<file path="src/router_settings.svh">
`ifndef ROUTER_SETTINGS_SVH
`define ROUTER_SETTINGS_SVH

// payload word width.
`define ROUTER_DWIDTH 16

// destination address, group field in bits 5..2 and spine select in 1..0.
`define ROUTER_AWIDTH 6

// entries per input FIFO.
`define ROUTER_FIFO_DEPTH 8

// group served by this leaf router.
`define ROUTER_GROUP_ID 4'b0110

// one GPU port plus four spine ports.
`define ROUTER_NPORTS 5

// width of a port index.
`define ROUTER_PWIDTH 3

`endif
</file>
<file path="src/router_pkg.sv">
`default_nettype none

`include "router_settings.svh"

package router_pkg;

    // output and grant index.
    typedef enum logic [2:0] {
        PORT_GPU    = 3'd0,
        PORT_SPINE1 = 3'd1,
        PORT_SPINE2 = 3'd2,
        PORT_SPINE3 = 3'd3,
        PORT_SPINE4 = 3'd4
    } port_idx_e;

    // routing direction of the forwarded word.
    typedef enum logic [1:0] {
        DIR_IDLE = 2'd0,
        DIR_UP   = 2'd1,
        DIR_DOWN = 2'd2
    } dir_e;

    // one queued word.
    typedef struct packed {
        logic [`ROUTER_DWIDTH-1:0] data;
        logic [`ROUTER_AWIDTH-1:0] addr;
    } flit_t;

endpackage

`default_nettype wire

</file>
<file path="src/enhanced_router.sv">
`timescale 1ns/1ps
`default_nettype none

`include "router_settings.svh"

module enhanced_router (
    input  wire                         clk,
    input  wire                         rst_n,
    input  wire                         arb_enable,

    input  wire  [`ROUTER_DWIDTH-1:0]   gpu_in_data,
    input  wire                         gpu_in_valid,
    input  wire  [`ROUTER_AWIDTH-1:0]   gpu_dest_addr,
    output wire  [`ROUTER_DWIDTH-1:0]   gpu_out_data,
    output wire                         gpu_out_valid,

    input  wire  [`ROUTER_DWIDTH-1:0]   spine11_in_data,
    input  wire                         spine11_in_valid,
    input  wire  [`ROUTER_AWIDTH-1:0]   spine11_dest_addr,
    output wire  [`ROUTER_DWIDTH-1:0]   spine11_out_data,
    output wire                         spine11_out_valid,

    input  wire  [`ROUTER_DWIDTH-1:0]   spine21_in_data,
    input  wire                         spine21_in_valid,
    input  wire  [`ROUTER_AWIDTH-1:0]   spine21_dest_addr,
    output wire  [`ROUTER_DWIDTH-1:0]   spine21_out_data,
    output wire                         spine21_out_valid,

    input  wire  [`ROUTER_DWIDTH-1:0]   spine31_in_data,
    input  wire                         spine31_in_valid,
    input  wire  [`ROUTER_AWIDTH-1:0]   spine31_dest_addr,
    output wire  [`ROUTER_DWIDTH-1:0]   spine31_out_data,
    output wire                         spine31_out_valid,

    input  wire  [`ROUTER_DWIDTH-1:0]   spine41_in_data,
    input  wire                         spine41_in_valid,
    input  wire  [`ROUTER_AWIDTH-1:0]   spine41_dest_addr,
    output wire  [`ROUTER_DWIDTH-1:0]   spine41_out_data,
    output wire                         spine41_out_valid,

    output wire  [3:0]                  spine_fifo_in_full,
    output wire  [3:0]                  spine_fifo_in_empty,
    output wire                         gpu_fifo_in_full,
    output wire                         gpu_fifo_in_empty,

    output wire                         crossbar_busy,
    output wire router_pkg::port_idx_e  current_grant,
    output wire router_pkg::dir_e       routing_direction
);

    localparam int NP = `ROUTER_NPORTS;

    wire [NP-1:0][`ROUTER_DWIDTH-1:0]     in_data;
    wire [NP-1:0][`ROUTER_AWIDTH-1:0]     in_addr;
    wire [NP-1:0]                         in_valid;
    wire router_pkg::flit_t [NP-1:0]      head_flit;
    wire [NP-1:0][`ROUTER_DWIDTH-1:0]     head_data;
    wire router_pkg::port_idx_e [NP-1:0]  head_target;
    wire router_pkg::dir_e [NP-1:0]       head_dir;
    wire [NP-1:0]                         fifo_full;
    wire [NP-1:0]                         fifo_empty;
    wire [NP-1:0]                         pop;
    wire [NP-1:0][`ROUTER_DWIDTH-1:0]     out_data;
    wire [NP-1:0]                         out_valid;

    // index 0 is the GPU, 1 to 4 the spines.
    assign in_data  = {spine41_in_data, spine31_in_data, spine21_in_data,
                       spine11_in_data, gpu_in_data};
    assign in_addr  = {spine41_dest_addr, spine31_dest_addr, spine21_dest_addr,
                       spine11_dest_addr, gpu_dest_addr};
    assign in_valid = {spine41_in_valid, spine31_in_valid, spine21_in_valid,
                       spine11_in_valid, gpu_in_valid};

    for (genvar i = 0; i < NP; i++) begin : g_port
        port_fifo #(
            .entry_t (router_pkg::flit_t),
            .DEPTH   (`ROUTER_FIFO_DEPTH)
        ) u_fifo (
            .clk     (clk),
            .rst_n   (rst_n),
            .wr_en   (in_valid[i]),
            .wr_data ({in_data[i], in_addr[i]}),
            .rd_en   (pop[i]),
            .rd_data (head_flit[i]),
            .full    (fifo_full[i]),
            .empty   (fifo_empty[i])
        );

        assign head_data[i] = head_flit[i].data;

        route_decode #(
            .FROM_SPINE (i != 0)
        ) u_decode (
            .dest_addr (head_flit[i].addr),
            .target    (head_target[i]),
            .dir       (head_dir[i])
        );
    end

    fsm_crossbar u_crossbar (
        .clk           (clk),
        .rst_n         (rst_n),
        .arb_enable    (arb_enable),
        .head_data     (head_data),
        .head_target   (head_target),
        .head_dir      (head_dir),
        .fifo_empty    (fifo_empty),
        .pop           (pop),
        .out_data      (out_data),
        .out_valid     (out_valid),
        .busy          (crossbar_busy),
        .current_grant (current_grant),
        .direction     (routing_direction)
    );

    assign gpu_out_data      = out_data[0];
    assign gpu_out_valid     = out_valid[0];
    assign spine11_out_data  = out_data[1];
    assign spine11_out_valid = out_valid[1];
    assign spine21_out_data  = out_data[2];
    assign spine21_out_valid = out_valid[2];
    assign spine31_out_data  = out_data[3];
    assign spine31_out_valid = out_valid[3];
    assign spine41_out_data  = out_data[4];
    assign spine41_out_valid = out_valid[4];

    assign gpu_fifo_in_full    = fifo_full[0];
    assign gpu_fifo_in_empty   = fifo_empty[0];
    assign spine_fifo_in_full  = fifo_full[4:1];
    assign spine_fifo_in_empty = fifo_empty[4:1];

endmodule

`default_nettype wire

</file>
<file path="src/fsm_crossbar.sv">
`timescale 1ns/1ps
`default_nettype none

`include "router_settings.svh"

module fsm_crossbar (
    input  wire                                                  clk,
    input  wire                                                  rst_n,
    input  wire                                                  arb_enable,
    input  wire [`ROUTER_NPORTS-1:0][`ROUTER_DWIDTH-1:0]         head_data,
    input  wire router_pkg::port_idx_e [`ROUTER_NPORTS-1:0]      head_target,
    input  wire router_pkg::dir_e [`ROUTER_NPORTS-1:0]           head_dir,
    input  wire [`ROUTER_NPORTS-1:0]                             fifo_empty,
    output logic [`ROUTER_NPORTS-1:0]                            pop,
    output logic [`ROUTER_NPORTS-1:0][`ROUTER_DWIDTH-1:0]        out_data,
    output logic [`ROUTER_NPORTS-1:0]                            out_valid,
    output logic                                                 busy,
    output router_pkg::port_idx_e                                current_grant,
    output router_pkg::dir_e                                     direction
);

    localparam int NP = `ROUTER_NPORTS;
    localparam int PW = `ROUTER_PWIDTH;

    typedef enum logic {
        ST_IDLE,
        ST_GRANT
    } state_e;

    state_e                state;
    state_e                state_nxt;
    logic                  any_ready;
    logic                  grant_fire;
    router_pkg::port_idx_e pick;
    router_pkg::port_idx_e pick_target;
    logic [NP-1:0]         target_onehot;

    // first non-empty port after the last grant, wrapping at NP.
    function automatic router_pkg::port_idx_e rr_pick(
        input logic [PW-1:0] last,
        input logic [NP-1:0] empty
    );
        logic [PW-1:0] idx;
        logic [PW-1:0] sel;
        logic          found;
        idx   = last;
        sel   = last;
        found = 1'b0;
        for (int k = 0; k < NP; k++) begin
            idx = (idx == PW'(NP - 1)) ? '0 : idx + 1'b1;
            if (!found && !empty[idx]) begin
                sel   = idx;
                found = 1'b1;
            end
        end
        return router_pkg::port_idx_e'(sel);
    endfunction

    assign any_ready = arb_enable && (fifo_empty != '1);
    assign busy      = any_ready;

    // one word per cycle while granting.
    assign grant_fire    = (state == ST_GRANT) && any_ready;
    assign pick          = rr_pick(current_grant, fifo_empty);
    assign pick_target   = head_target[pick];
    assign target_onehot = NP'(1) << pick_target;
    assign pop           = grant_fire ? (NP'(1) << pick) : '0;

    always_comb begin
        state_nxt = state;
        case (state)
            ST_IDLE: begin
                if (any_ready) begin
                    state_nxt = ST_GRANT;
                end
            end
            ST_GRANT: begin
                if (!any_ready) begin
                    state_nxt = ST_IDLE;
                end
            end
            default: state_nxt = ST_IDLE;
        endcase
    end

    always_ff @(posedge clk) begin
        if (!rst_n) begin
            state         <= ST_IDLE;
            out_valid     <= '0;
            current_grant <= router_pkg::PORT_GPU;
            direction     <= router_pkg::DIR_IDLE;
        end else begin
            state     <= state_nxt;
            out_valid <= grant_fire ? target_onehot : '0;
            // direction follows the strobe it belongs to.
            direction <= grant_fire ? head_dir[pick] : router_pkg::DIR_IDLE;
            if (grant_fire) begin
                current_grant <= pick;
            end
        end
    end

    always_ff @(posedge clk) begin
        for (int t = 0; t < NP; t++) begin
            if (grant_fire && target_onehot[t]) begin
                out_data[t] <= head_data[pick];
            end
        end
    end

    a_pop_onehot: assert property (@(posedge clk) disable iff (!rst_n)
        $onehot0(pop));

    // a popped port must still hold a word.
    a_pop_nonempty: assert property (@(posedge clk) disable iff (!rst_n)
        (pop & fifo_empty) == '0);

endmodule

`default_nettype wire

</file>
<file path="src/route_decode.sv">
`timescale 1ns/1ps
`default_nettype none

`include "router_settings.svh"

module route_decode #(
    parameter bit FROM_SPINE = 1'b0
) (
    input  wire  [`ROUTER_AWIDTH-1:0] dest_addr,
    output router_pkg::port_idx_e     target,
    output router_pkg::dir_e          dir
);

    logic [3:0]                group_field;
    logic [1:0]                spine_sel;
    logic [`ROUTER_PWIDTH-1:0] spine_port;

    assign group_field = dest_addr[5:2];
    assign spine_sel   = dest_addr[1:0];

    // spine ports start at index 1.
    assign spine_port = {1'b0, spine_sel} + `ROUTER_PWIDTH'(1);

    always_comb begin
        target = router_pkg::PORT_GPU;
        dir    = router_pkg::DIR_DOWN;
        if (!FROM_SPINE) begin
            if (group_field != `ROUTER_GROUP_ID) begin
                // foreign group goes up.
                target = router_pkg::port_idx_e'(spine_port);
                dir    = router_pkg::DIR_UP;
            end
        end
    end

endmodule

`default_nettype wire

</file>
<file path="src/port_fifo.sv">
`timescale 1ns/1ps
`default_nettype none

`include "router_settings.svh"

module port_fifo #(
    parameter type entry_t = router_pkg::flit_t,
    parameter int  DEPTH   = `ROUTER_FIFO_DEPTH
) (
    input  wire    clk,
    input  wire    rst_n,
    input  wire    wr_en,
    input  wire    entry_t wr_data,
    input  wire    rd_en,
    output entry_t rd_data,
    output logic   full,
    output logic   empty
);

    localparam int PW = (DEPTH > 1) ? $clog2(DEPTH) : 1;
    localparam int CW = $clog2(DEPTH + 1);

    entry_t        mem [DEPTH];
    logic [PW-1:0] wr_ptr;
    logic [PW-1:0] rd_ptr;
    logic [CW-1:0] count;
    logic          do_wr;
    logic          do_rd;

    assign full  = (count == CW'(DEPTH));
    assign empty = (count == '0);

    // a write into a full buffer is dropped.
    assign do_wr = wr_en && !full;
    assign do_rd = rd_en && !empty;

    // head is visible without a read cycle.
    assign rd_data = mem[rd_ptr];

    always_ff @(posedge clk) begin
        if (do_wr) begin
            mem[wr_ptr] <= wr_data;
        end
    end

    always_ff @(posedge clk) begin
        if (!rst_n) begin
            wr_ptr <= '0;
            rd_ptr <= '0;
            count  <= '0;
        end else begin
            if (do_wr) begin
                wr_ptr <= (wr_ptr == PW'(DEPTH - 1)) ? '0 : wr_ptr + 1'b1;
            end
            if (do_rd) begin
                rd_ptr <= (rd_ptr == PW'(DEPTH - 1)) ? '0 : rd_ptr + 1'b1;
            end
            case ({do_wr, do_rd})
                2'b10:   count <= count + 1'b1;
                2'b01:   count <= count - 1'b1;
                default: count <= count;
            endcase
        end
    end

    // the reader must never pop an empty buffer.
    a_no_read_empty: assert property (@(posedge clk) disable iff (!rst_n)
        rd_en |-> !empty);

    // overflow loses the word and keeps the level.
    a_overflow_drop: assert property (@(posedge clk) disable iff (!rst_n)
        (wr_en && full && !rd_en) |=> (count == $past(count)));

endmodule

`default_nettype wire

</file>
<file path="config.mk">
export PLATFORM = sky130hd
export DESIGN_NAME = enhanced_router
export DESIGN_NICKNAME = d
export VERILOG_FILES = /design/src/router_pkg.sv /design/src/enhanced_router.sv /design/src/fsm_crossbar.sv /design/src/route_decode.sv /design/src/port_fifo.sv
export VERILOG_INCLUDE_DIRS = /design/src
export SDC_FILE = /design/constraint.sdc
export NUM_CORES = 1
export LEC_CHECK = 0
export CAP_MARGIN = 20
export CORE_ASPECT_RATIO = 0.8
export CORE_UTILIZATION = 30
export DETAILED_ROUTE_END_ITERATION = 16
export DONT_BUFFER_PORTS = 1
export PLACE_DENSITY = 0.46
export SYNTH_ARGS = -nofsm -noshare
export SYNTH_HDL_FRONTEND = slang
export SYNTH_SLANG_ARGS = --single-unit
</file>
<file path="constraint.sdc">
create_clock -name clk -period 19.9 [get_ports clk]
set_input_delay 0.995 -clock clk [delete_from_list [all_inputs] [get_ports clk]]
set_output_delay 0.995 -clock clk [all_outputs]
set_load 0.02 [all_outputs]
</file>
==> results of run 1 <==
[power by group]
part	internal (mW)	total, mW	switching [mW]
clock network	0.972	1.67	0.703
registers	2.23	2.30	0.0693
logic	0.405	1.61	1.20
[synthesized netlist by cell type (15+ instances only)]
library cell / number / area share
nor3_1: 44 / 0.0066
xor2_1: 15 / 0.0039
nor2_1: 66 / 0.0074
mux2_2: 50 / 0.017
mux2i_1: 81 / 0.024
or3_1: 16 / 0.0030
ha_1: 44 / 0.016
a21oi_1: 44 / 0.0066
dfxtp_1: 76 / 0.045
o211ai_1: 37 / 0.0083
clkbuf_1: 48 / 0.0054
nand2b_1: 17 / 0.0032
inv_1: 19 / 0.0021
mux4_2: 164 / 0.11
nand2_1: 80 / 0.0090
buf_1: 22 / 0.0025
nand3_1: 31 / 0.0046
edfxtp_1: 768 / 0.69
o21ai_0: 37 / 0.0055
[critical path: cells and delay by family, from the launching register on]
kind | cells | cell delay, ps
XOR/XNOR | 2 | 360
buffers and inverters | 1 | 240
AND/OR/NAND/NOR | 5 | 1620
flip-flops | 1 | 820
adder cells (fa/ha/maj) | 5 | 1520
AO/OA/AOI/OAI | 10 | 2880
[metrics by stage]
step / worst slack [ps] / total power [mW] / util
after global placement: 12520 / 3.95 / 0.323
after global routing: 11880 / 5.83 / 0.351
after detailed placement: 12360 / 3.98 / 0.323
final: 12380 / 5.59 / 0.351
after CTS: 12340 / 5.67 / 0.350
after floorplan: 13340 / 3.21 / -
[placed cells by master, fill, tap and decap left out, types with 4 or more instances in the layout]
master       n
nand2b_1    17
bufinv_16    9
a211oi_1     5
nand4_1      4
ha_1        44
clkinv_2    15
a31oi_1      4
xor2_1      15
nor2_1      63
nand3_1     31
mux4_2     164
mux2i_1     81
edfxtp_1   768
o211ai_1    37
and2_1       6
or3_1       16
buf_4       55
a21oi_1     44
nand3b_1     8
nor4bb_1     8
nor3_1      20
inv_1       18
inv_6        4
mux2_2      50
nor3_2      16
clkinv_1    16
nor3_4       8
nor3b_1      6
nor4_2       5
nand2_1     80
dfxtp_2      5
clkbuf_16   91
dfxtp_1     71
o21ai_0     37
clkbuf_1    19
[state kept, by name, indices dropped and copies added (netlist names), named ones only]
| register | flops |
|---|---|
| g_port.u_fifo.wr_ptr | 15 |
| u_crossbar.direction | 2 |
| u_crossbar.out_valid | 5 |
| u_crossbar.current_grant | 3 |
| u_crossbar.state | 1 |
| u_crossbar.out_data | 80 |
| g_port.u_fifo.mem | 688 |
| g_port.u_fifo.rd_ptr | 15 |
| g_port.u_fifo.count | 20 |
[per-layer routing]
metal / GRT usage / vias up
li1: - / 7391
met1: 0.184 / 8537
met2: 0.233 / 470
met3: 0.0554 / 121
met4: 0.0400 / 2
met5: 0 / -
[cell type report]
class,instances,area [um2]
Inverter,20,75.1
Multi-Input combinational cell,840,8740
Tap cell,1498,1870
Timing Repair Buffer,60,526
Clock inverter,53,604
Clock buffer,112,2380
Sequential cell,844,24600
Fill cell,10300,71800
[how the worst max path moves through the flow]
stage / slack, ps / cells past startpoint / startpoint / end
after global placement: 12520 / 24 / u_crossbar.current_grant[0] / g_port[2].u_fifo.count[3]
after global routing: 11880 / 24 / u_crossbar.current_grant[0] / g_port[1].u_fifo.count[2]
after CTS: 12340 / 24 / u_crossbar.current_grant[0] / g_port[2].u_fifo.count[2]
after floorplan: 13340 / 21 / u_crossbar.current_grant[0] / u_crossbar.out_data[16]
final: 12380 / 23 / u_crossbar.current_grant[0] / g_port[2].u_fifo.count[2]
after detailed placement: 12360 / 24 / u_crossbar.current_grant[0] / g_port[2].u_fifo.count[2]
[cell families after synthesis]
family | Yosys count | synth area share
and+or+nand+nor | 319 | 0.0495
buffers and inverters | 108 | 0.0136
xor gates and xnor gates | 18 | 0.00470
adders and majority gates | 44 | 0.0164
DFF | 844 | 0.733
AOI/OAI and AO/OA | 164 | 0.0320
muxes | 295 | 0.151
==> reports/qor.csv, run 1 <==
metric,value,unit
status,completed,
IO Port Bufs,0,
min-delay src,spine41_in_data[1],
"Cell Chain, Critical Path","inv_1, ha_1, a21o_1, ha_1, o21ai_0, a22oi_2, ha_1, or2_2, or3_4, a211o_1, a221o_1, a2111o_1, nand4b_2, a32oi_2, o21ba_2, and4_1, ha_1, xor2_1, ha_1, a21oi_1, xor2_1, or3_1, a21oi_1",
Period minus WS final,7520,ps
CP Capture Type,flop,
"most used cell, CP",ha_1,
Die Ht,301,um
I/O pin total,219,
Die ar.,113000,um2
CP arrival,8140,ps
critical path class,reg -> reg,
CTS Buffer Depth,3,
Mapped Avg Cell Area,18.7,um2
hold_ws,388,ps
DP Area,35800,um2
f_max,133,MHz
post-route clock period utilization,0.378,
Synth Net Count,1954,
Chip Width,376,um
area added between synthesis and finish,15.6,%
drt wl/cell,24.0,um
DRC,0,
initial detailed-routing violation count,1014,
worst-margin pin slew,1110,ps
final RePlAce weighted congestion,0.794,
HPWL after DPL,51600,um
Crit-path slowest cell,dfxtp_1,
worst r2r src,u_crossbar.current_grant[0],
final instance area,38800,um2
core area,111000,um2
TritonCTS Buffers,89,
Max Slew Vio Count,0,
fin cells,3427,
YS warnings,0,
Synth cell types,71,
Initial Util,0.303,
leakage power total,12.0,nW
drt first pass iters,5,
R2R depth,23,
DR WL met3,7060,um
Final #Nets,2017,
ys flop type,edfxtp_1,
post-synthesis sequential area ratio,0.733,
Hold EP,g_port[4].u_fifo.mem[0][7],
clk sinks,844,
# H-tree levels,3,
unrepaired setup endpoints after global routing,false,
met1 WL,35000,um
largest net degree at the start of global routing,45,
total gr overflow,0,
worst relative slew slack,0.257,
Synth Register Bits,844,
Final Hold Viols,0,
R2R Setup Slk,12380,ps
Rows,109,
Root Driver,clkbuf_16,
Clock transition at path regs,70,ps
antenna violations before repair,4,
ant diodes,0,
CP Max Fanout,19,
placed cells,3259,
clock insertion delay at the later pin of the skew report,700,ps
GRT Util Overall,0.146,
CTS resizes,0,
ANT nets after route,0,
Async SR Flop Fraction,0,
setup TNS after final layout,0,ps
share of cells above drive strength 1,0.239,
worst hold-check path type,in -> reg,
WL final,82100,um
CTS tree,built,
number of flops mapped to enable cells by yosys,768,
max_cap viols,0,
power per cell area,144,nW/um2
vias in the first global route,17100,
# Post-CTS Setup Buffers,0,
vias per inst,4.82,
RR Endpoint,g_port[2].u_fifo.count[2],
Synth Instances,1792,
wire length on met2,38200,um
Worst path max stage delay,820,ps
first-pass GRT wire length,118000,um
Worst VDD drop,0.000133,V
Hold Buf Count CTS,0,
DR vias,16500,
Worst Hold Path Cells,0,
Final setup violation count,0,
Synth Cell Area,33600,um2
Clock Skews,48.3,ps
Critical Path RT,20520,ps
DR top layer,met5,
Setup crit start kind,flop,
No activity file was read; power rests on OpenSTA's default activity.
==> inputs of run 2 (changes only) <==
--- a/config.mk
+++ b/config.mk
@@ -11,7 +11,7 @@
 export CORE_UTILIZATION = 30
 export DETAILED_ROUTE_END_ITERATION = 16
 export DONT_BUFFER_PORTS = 1
-export PLACE_DENSITY = 0.46
+export PLACE_DENSITY = 0.47
 export SYNTH_ARGS = -nofsm -noshare
 export SYNTH_HDL_FRONTEND = slang
 export SYNTH_SLANG_ARGS = --single-unit
==> constraint.sdc (replaced) <==
create_clock -name clk -period 6.33 [get_ports clk]
set_input_delay 0.3165 -clock clk [delete_from_list [all_inputs] [get_ports clk]]
set_output_delay 0.3165 -clock clk [all_outputs]
set_load 0.02 [all_outputs]
==> run 2 against run 1 <==
  * Final cell count grew 2.9%
  * Die area is the same
  * Sequential power grew to 3.1 times the previous value
  * Worst setup slack lost 12000 ps
  * Design area grew 2.2%
  * Critical path depth shrank 1
  * Combinational power grew to 3.3 times the previous value
  * Register-to-register slack lost 12000 ps
  * Clock power grew to 3.0 times the previous value
  * Sequential share of layout area shrank 1.4 points
  * Clock-buffer cell count grew 6
  * Routed wire length grew 1.6%
  * Critical path type unchanged
  * Largest cell class unchanged
==> reports/qor.csv, run 2 (synthesized netlist as in run 1, its figures left out) <==
metric,value,unit
"commonest cells after routing, fill and taps aside","edfxtp_1 (768), mux4_2 (164), clkbuf_16 (91), dlygate4sd3_1 (88), mux2i_1 (81)",
leakage power total,12.4,nW
power per cell area,443,nW/um2
sw power,6.19,mW
clock power share,0.290,
IO Port Bufs,0,
clk sinks,844,
CP arrival,6540,ps
hold_ws,101,ps
area added between synthesis and finish,18.1,%
share of cells above drive strength 1,0.234,
HPWL after DPL,52200,um
status,completed,
ANT nets after route,0,
max_cap viols,0,
Final Hold Viols,0,
Total Power,17.6,mW
R2R depth,22,
P_int,11.4,mW
CTS tree,built,
worst hold-check path type,in -> reg,
initial detailed-routing violation count,1201,
Setup crit start kind,flop,
ant diodes,0,
Initial Util,0.303,
drt first pass iters,6,
CP Capture Type,flop,
Worst Hold Path Cells,2,
vias in the first global route,17800,
Die ar.,113000,um2
# H-tree levels,3,
Die Ht,301,um
worst-margin pin slew,1100,ps
TritonCTS Buffers,89,
"most common cell after layout, fill and taps aside",edfxtp_1,
GRT Util Overall,0.148,
final RePlAce weighted congestion,0.824,
total gr overflow,0,
sequential power share,0.411,
Period minus WS final,5930,ps
Critical Path RT,6940,ps
largest net degree at the start of global routing,39,
RR Endpoint,g_port[3].u_fifo.count[2],
fillers,10300,
drt wl/cell,23.6,um
unrepaired setup endpoints after global routing,true,
CTS Buffer Depth,3,
Worst VDD drop,0.000419,V
top flop regs,"g_port.u_fifo.mem: 688 flops, u_crossbar.out_data: 80 flops, g_port.u_fifo.count: 20 flops",
Final #Nets,2121,
CP Max Fanout,6,
first-pass GRT wire length,122000,um
combinational share of power,0.299,
switch share,0.353,
antenna violations before repair,10,
Root Driver,clkbuf_16,
max reg flops,688,
DRC,0,
f_max,169,MHz
R2R Setup Slk,400,ps
worst r2r src,u_crossbar.current_grant[0],
Final setup violation count,0,
Rows,109,
critical path class,reg -> reg,
WL final,83400,um
Clock Skews,37.8,ps
core area,111000,um2
DR vias,17100,
Reg with most FFs,g_port.u_fifo.mem,
post-route clock period utilization,0.936,
vias per inst,4.84,
I/O pin total,219,
min-delay src,spine41_in_valid,
worst relative slew slack,0.263,
Chip Width,376,um
Max Slew Vio Count,0,
Clock transition at path regs,60,ps
Hold EP,g_port[4].u_fifo.mem[1][6],
clock insertion delay at the later pin of the skew report,690,ps
run 2: routing by layer:
layer | share of wire | GRT usage | vias up
met5 | 0.0010 | 0 | -
met4 | 0.032 | 0.0528 | 12
met3 | 0.050 | 0.0324 | 139
met2 | 0.47 | 0.234 | 464
met1 | 0.45 | 0.201 | 8841
li1 | - | - | 7605
run 2: cell type report:
class | count | area [um2] | area share
clock buffer | 118 | 2440 | 0.0615
clock inverter | 43 | 404 | 0.0102
inverter | 20 | 75.1 | 0.00189
multi-input combinational | 840 | 8770 | 0.221
sequential | 844 | 24600 | 0.620
tap | 1498 | 1870 | 0.0473
timing repair buffer | 164 | 1490 | 0.0376
run 2: what timing repair did:
action / CTS / global route
resized for setup: 0 / 6
endpoints found under the hold margin: 736 / 0
hold buffers: 89 / 0
setup buffers: 0 / 4
endpoints found under the setup margin: 0 / 5
run 2: worst max-delay path, cell delays in order, from the launching register on:
cell and delay (ps):
dfxtp_1 330, inv_1 80, ha_1 210, a21o_1 260, ha_1 280, or4_1 520, and3_1 280, or3_4 420
a211o_1 360, a221o_1 340, a2111o_1 390, nand4b_2 140, a32oi_2 160, or3_4 410, nor4_4 250, buf_4 180
ha_1 250, xor2_1 170, ha_1 160, a21oi_1 40, xor2_1 160, or3_1 320, a21oi_1 140
run 2: worst max-delay path by stage:
| stage | cells past startpoint | slack (ps) | start | to |
|---|---|---|---|---|
| 6_report | 22 | 400 | u_crossbar.current_grant[0] | g_port[3].u_fifo.count[2] |
| 5_1_grt | 21 | -2 | u_crossbar.current_grant[0] | g_port[2].u_fifo.count[3] |
| 4_1_cts | 21 | 220 | u_crossbar.current_grant[0] | g_port[3].u_fifo.count[2] |
| 3_5_place_dp | 21 | 240 | u_crossbar.current_grant[0] | g_port[3].u_fifo.count[2] |
| 3_3_place_gp | 21 | 350 | u_crossbar.current_grant[0] | g_port[1].u_fifo.count[3] |
| 2_1_floorplan | 21 | -100 | u_crossbar.current_grant[0] | u_crossbar.out_data[16] |
run 2: power groups by stage:
stage | Combinational, mW | Sequential (mW) | Clock [mW]
detailed placement | 5.21 | 7.35 | 0
global route | 5.67 | 7.25 | 5.45
global placement | 5.15 | 7.33 | 0
finish | 5.25 | 7.22 | 5.09
floorplan | 2.82 | 7.28 | 0
CTS | 5.33 | 7.23 | 5.25
run 2: through the flow:
step / setup slack, ps / instances / util / setup TNS (ps) / cell area (um2)
6_report: 404 / 3527 / 0.358 / 0 / 39600
5_1_grt: -1.55 / 3527 / 0.358 / -1.55 / 39600
4_1_cts: 215 / 3521 / 0.358 / 0 / 39500
3_5_place_dp: 236 / 3271 / 0.324 / 0 / 35800
3_3_place_gp: 350 / 3271 / 0.324 / 0 / 35800
2_1_floorplan: -99.9 / 1792 / - / -6390 / 33600
==> inputs of run 3 (changes only) <==
--- a/config.mk
+++ b/config.mk
@@ -7,11 +7,12 @@
 export NUM_CORES = 1
 export LEC_CHECK = 0
 export CAP_MARGIN = 20
-export CORE_ASPECT_RATIO = 0.8
+export CORE_ASPECT_RATIO = 1.75
 export CORE_UTILIZATION = 30
 export DETAILED_ROUTE_END_ITERATION = 16
 export DONT_BUFFER_PORTS = 1
 export PLACE_DENSITY = 0.47
 export SYNTH_ARGS = -nofsm -noshare
 export SYNTH_HDL_FRONTEND = slang
+export SYNTH_HIERARCHICAL = 1
 export SYNTH_SLANG_ARGS = --single-unit
==> run 3 against run 2 <==
  * Non-clock buffer count down 3
  * Synthesized cell count up 3.0%
  * Largest power group unchanged
  * Via count up 2.0%
  * Synthesized area up 4.4%
  * Utilization down 0.57 points
==> reports/qor.csv, run 3 <==
metric,value,unit
status,completed,
YS warnings,6,
leakage power total,13.1,nW
clk sinks,844,
fillers,10900,
Die Ht,454,um
area added between synthesis and finish,16.4,%
Synth Cell Area,35000,um2
Synth Instances,1846,
Reg with most FFs,g_port.u_fifo/mem,
"commonest cells after routing, fill and taps aside","edfxtp_1 (768), mux4_1 (98), mux2_2 (93), nand2_1 (88), dlygate4sd3_1 (88)",
Critical Path RT,6910,ps
setup TNS after final layout,0,ps
"most common cell after layout, fill and taps aside",edfxtp_1,
f_max,169,MHz
CP Capture Type,flop,
final RePlAce weighted congestion,0.796,
top flop regs,"g_port.u_fifo/mem: 688 flops, u_crossbar/out_data: 80 flops, g_port.u_fifo/count: 20 flops",
HPWL after DPL,56400,um
TritonCTS Buffers,83,
CTS Buffer Depth,3,
worst-margin pin slew,1070,ps
Chip Width,260,um
Initial Util,0.303,
max reg flops,688,
total gr overflow,0,
antenna violations before repair,19,
drt first pass iters,5,
Max Slew Vio Count,0,
GRT Util Overall,0.149,
core area,116000,um2
DR vias,17400,
Final Hold Viols,0,
CP arrival,6480,ps
WL final,87500,um
Die ar.,118000,um2
I/O pin total,219,
CP Max Fanout,14,
worst relative slew slack,0.285,
max_cap viols,0,
Clock Skews,45.0,ps
# H-tree levels,3,
Mapped Avg Cell Area,19.0,um2
post-route clock period utilization,0.932,
Rows,165,
Final setup violation count,0,
critical path class,reg -> reg,
CTS tree,built,
IO Port Bufs,0,
Root Driver,clkbuf_16,
vias in the first global route,18100,
Worst VDD drop,0.000267,V
unrepaired setup endpoints after global routing,false,
largest net degree at the start of global routing,59,
share of cells above drive strength 1,0.219,
drt wl/cell,24.6,um
DRC,0,
clock insertion delay at the later pin of the skew report,700,ps
Setup crit start kind,flop,
initial detailed-routing violation count,1112,
Final #Nets,2131,
Clock transition at path regs,70,ps
Period minus WS final,5900,ps
Total Power,15.2,mW
worst hold-check path type,in -> reg,
first-pass GRT wire length,125000,um
ANT nets after route,0,
power per cell area,373,nW/um2
vias per inst,4.90,
==> run 3: final timing paths <==
| kind | start | end | slack, ps | cells past startpoint |
|---|---|---|---|---|
| worst max-delay path | u_crossbar/current_grant[1] | g_port[0].u_fifo/count[1] | 430 | 22 |
| worst min-delay path | arb_enable | u_crossbar/state | 60 | 2 |
| worst max register to register | u_crossbar/current_grant[1] | g_port[0].u_fifo/count[1] | 430 | 22 |
| worst min register to register | g_port[3].u_fifo/rd_ptr[2] | flop | 500 | 2 |
==> run 3: stage by stage <==
step	instance area, um2	worst slack, ps	util	cells	hold slack [ps]
5_1_grt	40800	12.7	0.353	3552	63.3
6_report	40800	430	0.353	3554	62.4
2_1_floorplan	35100	123	-	1858	415
3_5_place_dp	36900	374	0.320	3298	416
4_1_cts	40700	282	0.352	3542	9.26
3_3_place_gp	36900	411	0.320	3298	416
==> run 3: metal layers <==
metal,track usage,vias up,routed length [um]
met1,0.170,9040,34300
met3,0.0279,144,4190
met4,0.0650,6,3200
met5,0,-,41
li1,-,7755,-
met2,0.267,452,45800
==> run 3: worst max-delay path, stage by stage (launching register included) <==
cell	delay (ps)
dfxtp_1	310
buf_4	170
ha_1	360
or2_1	340
o311ai_1	320
a21boi_0	200
o21ai_1	340
and2_1	260
o311ai_0	220
o21a_2	320
or3_1	510
a22oi_2	220
and2_1	180
buf_4	130
and3_1	210
o41ai_2	140
inv_1	130
ha_1	270
xor2_1	170
ha_1	250
mux2i_1	130
nor2b_1	60
dlygate4sd3_1	540
==> run 3: power breakdown <==
| part | internal (mW) | total (mW) | switching [mW] |
|---|---|---|---|
| clock network | 2.91 | 5.12 | 2.21 |
| logic | 1.12 | 3.27 | 2.15 |
| registers | 6.63 | 6.83 | 0.198 |
| total | 10.7 | 15.2 | 4.56 |
==> run 3: final cells by class <==
class                   instances  area [um2]  area share
repair buffers                161        1480      0.0363
multi-input cells             869        9910       0.243
flip-flops and latches        844       24600       0.603
well taps                    1503        1880      0.0461
inverters                      14        52.6     0.00129
clock inverters                57         703      0.0172
clock buffers                  98        2130      0.0523
diodes                          8        20.0    0.000491
==> run 3: repair_timing <==
| action | 4_1_cts | 5_1_grt |
|---|---|---|
| buffers inserted | 0 | 1 |
| hold buffers | 89 | 0 |
| endpoints found under the hold margin | 761 | 0 |
| gates resized for setup | 0 | 3 |
| setup endpoints to repair | 0 | 5 |
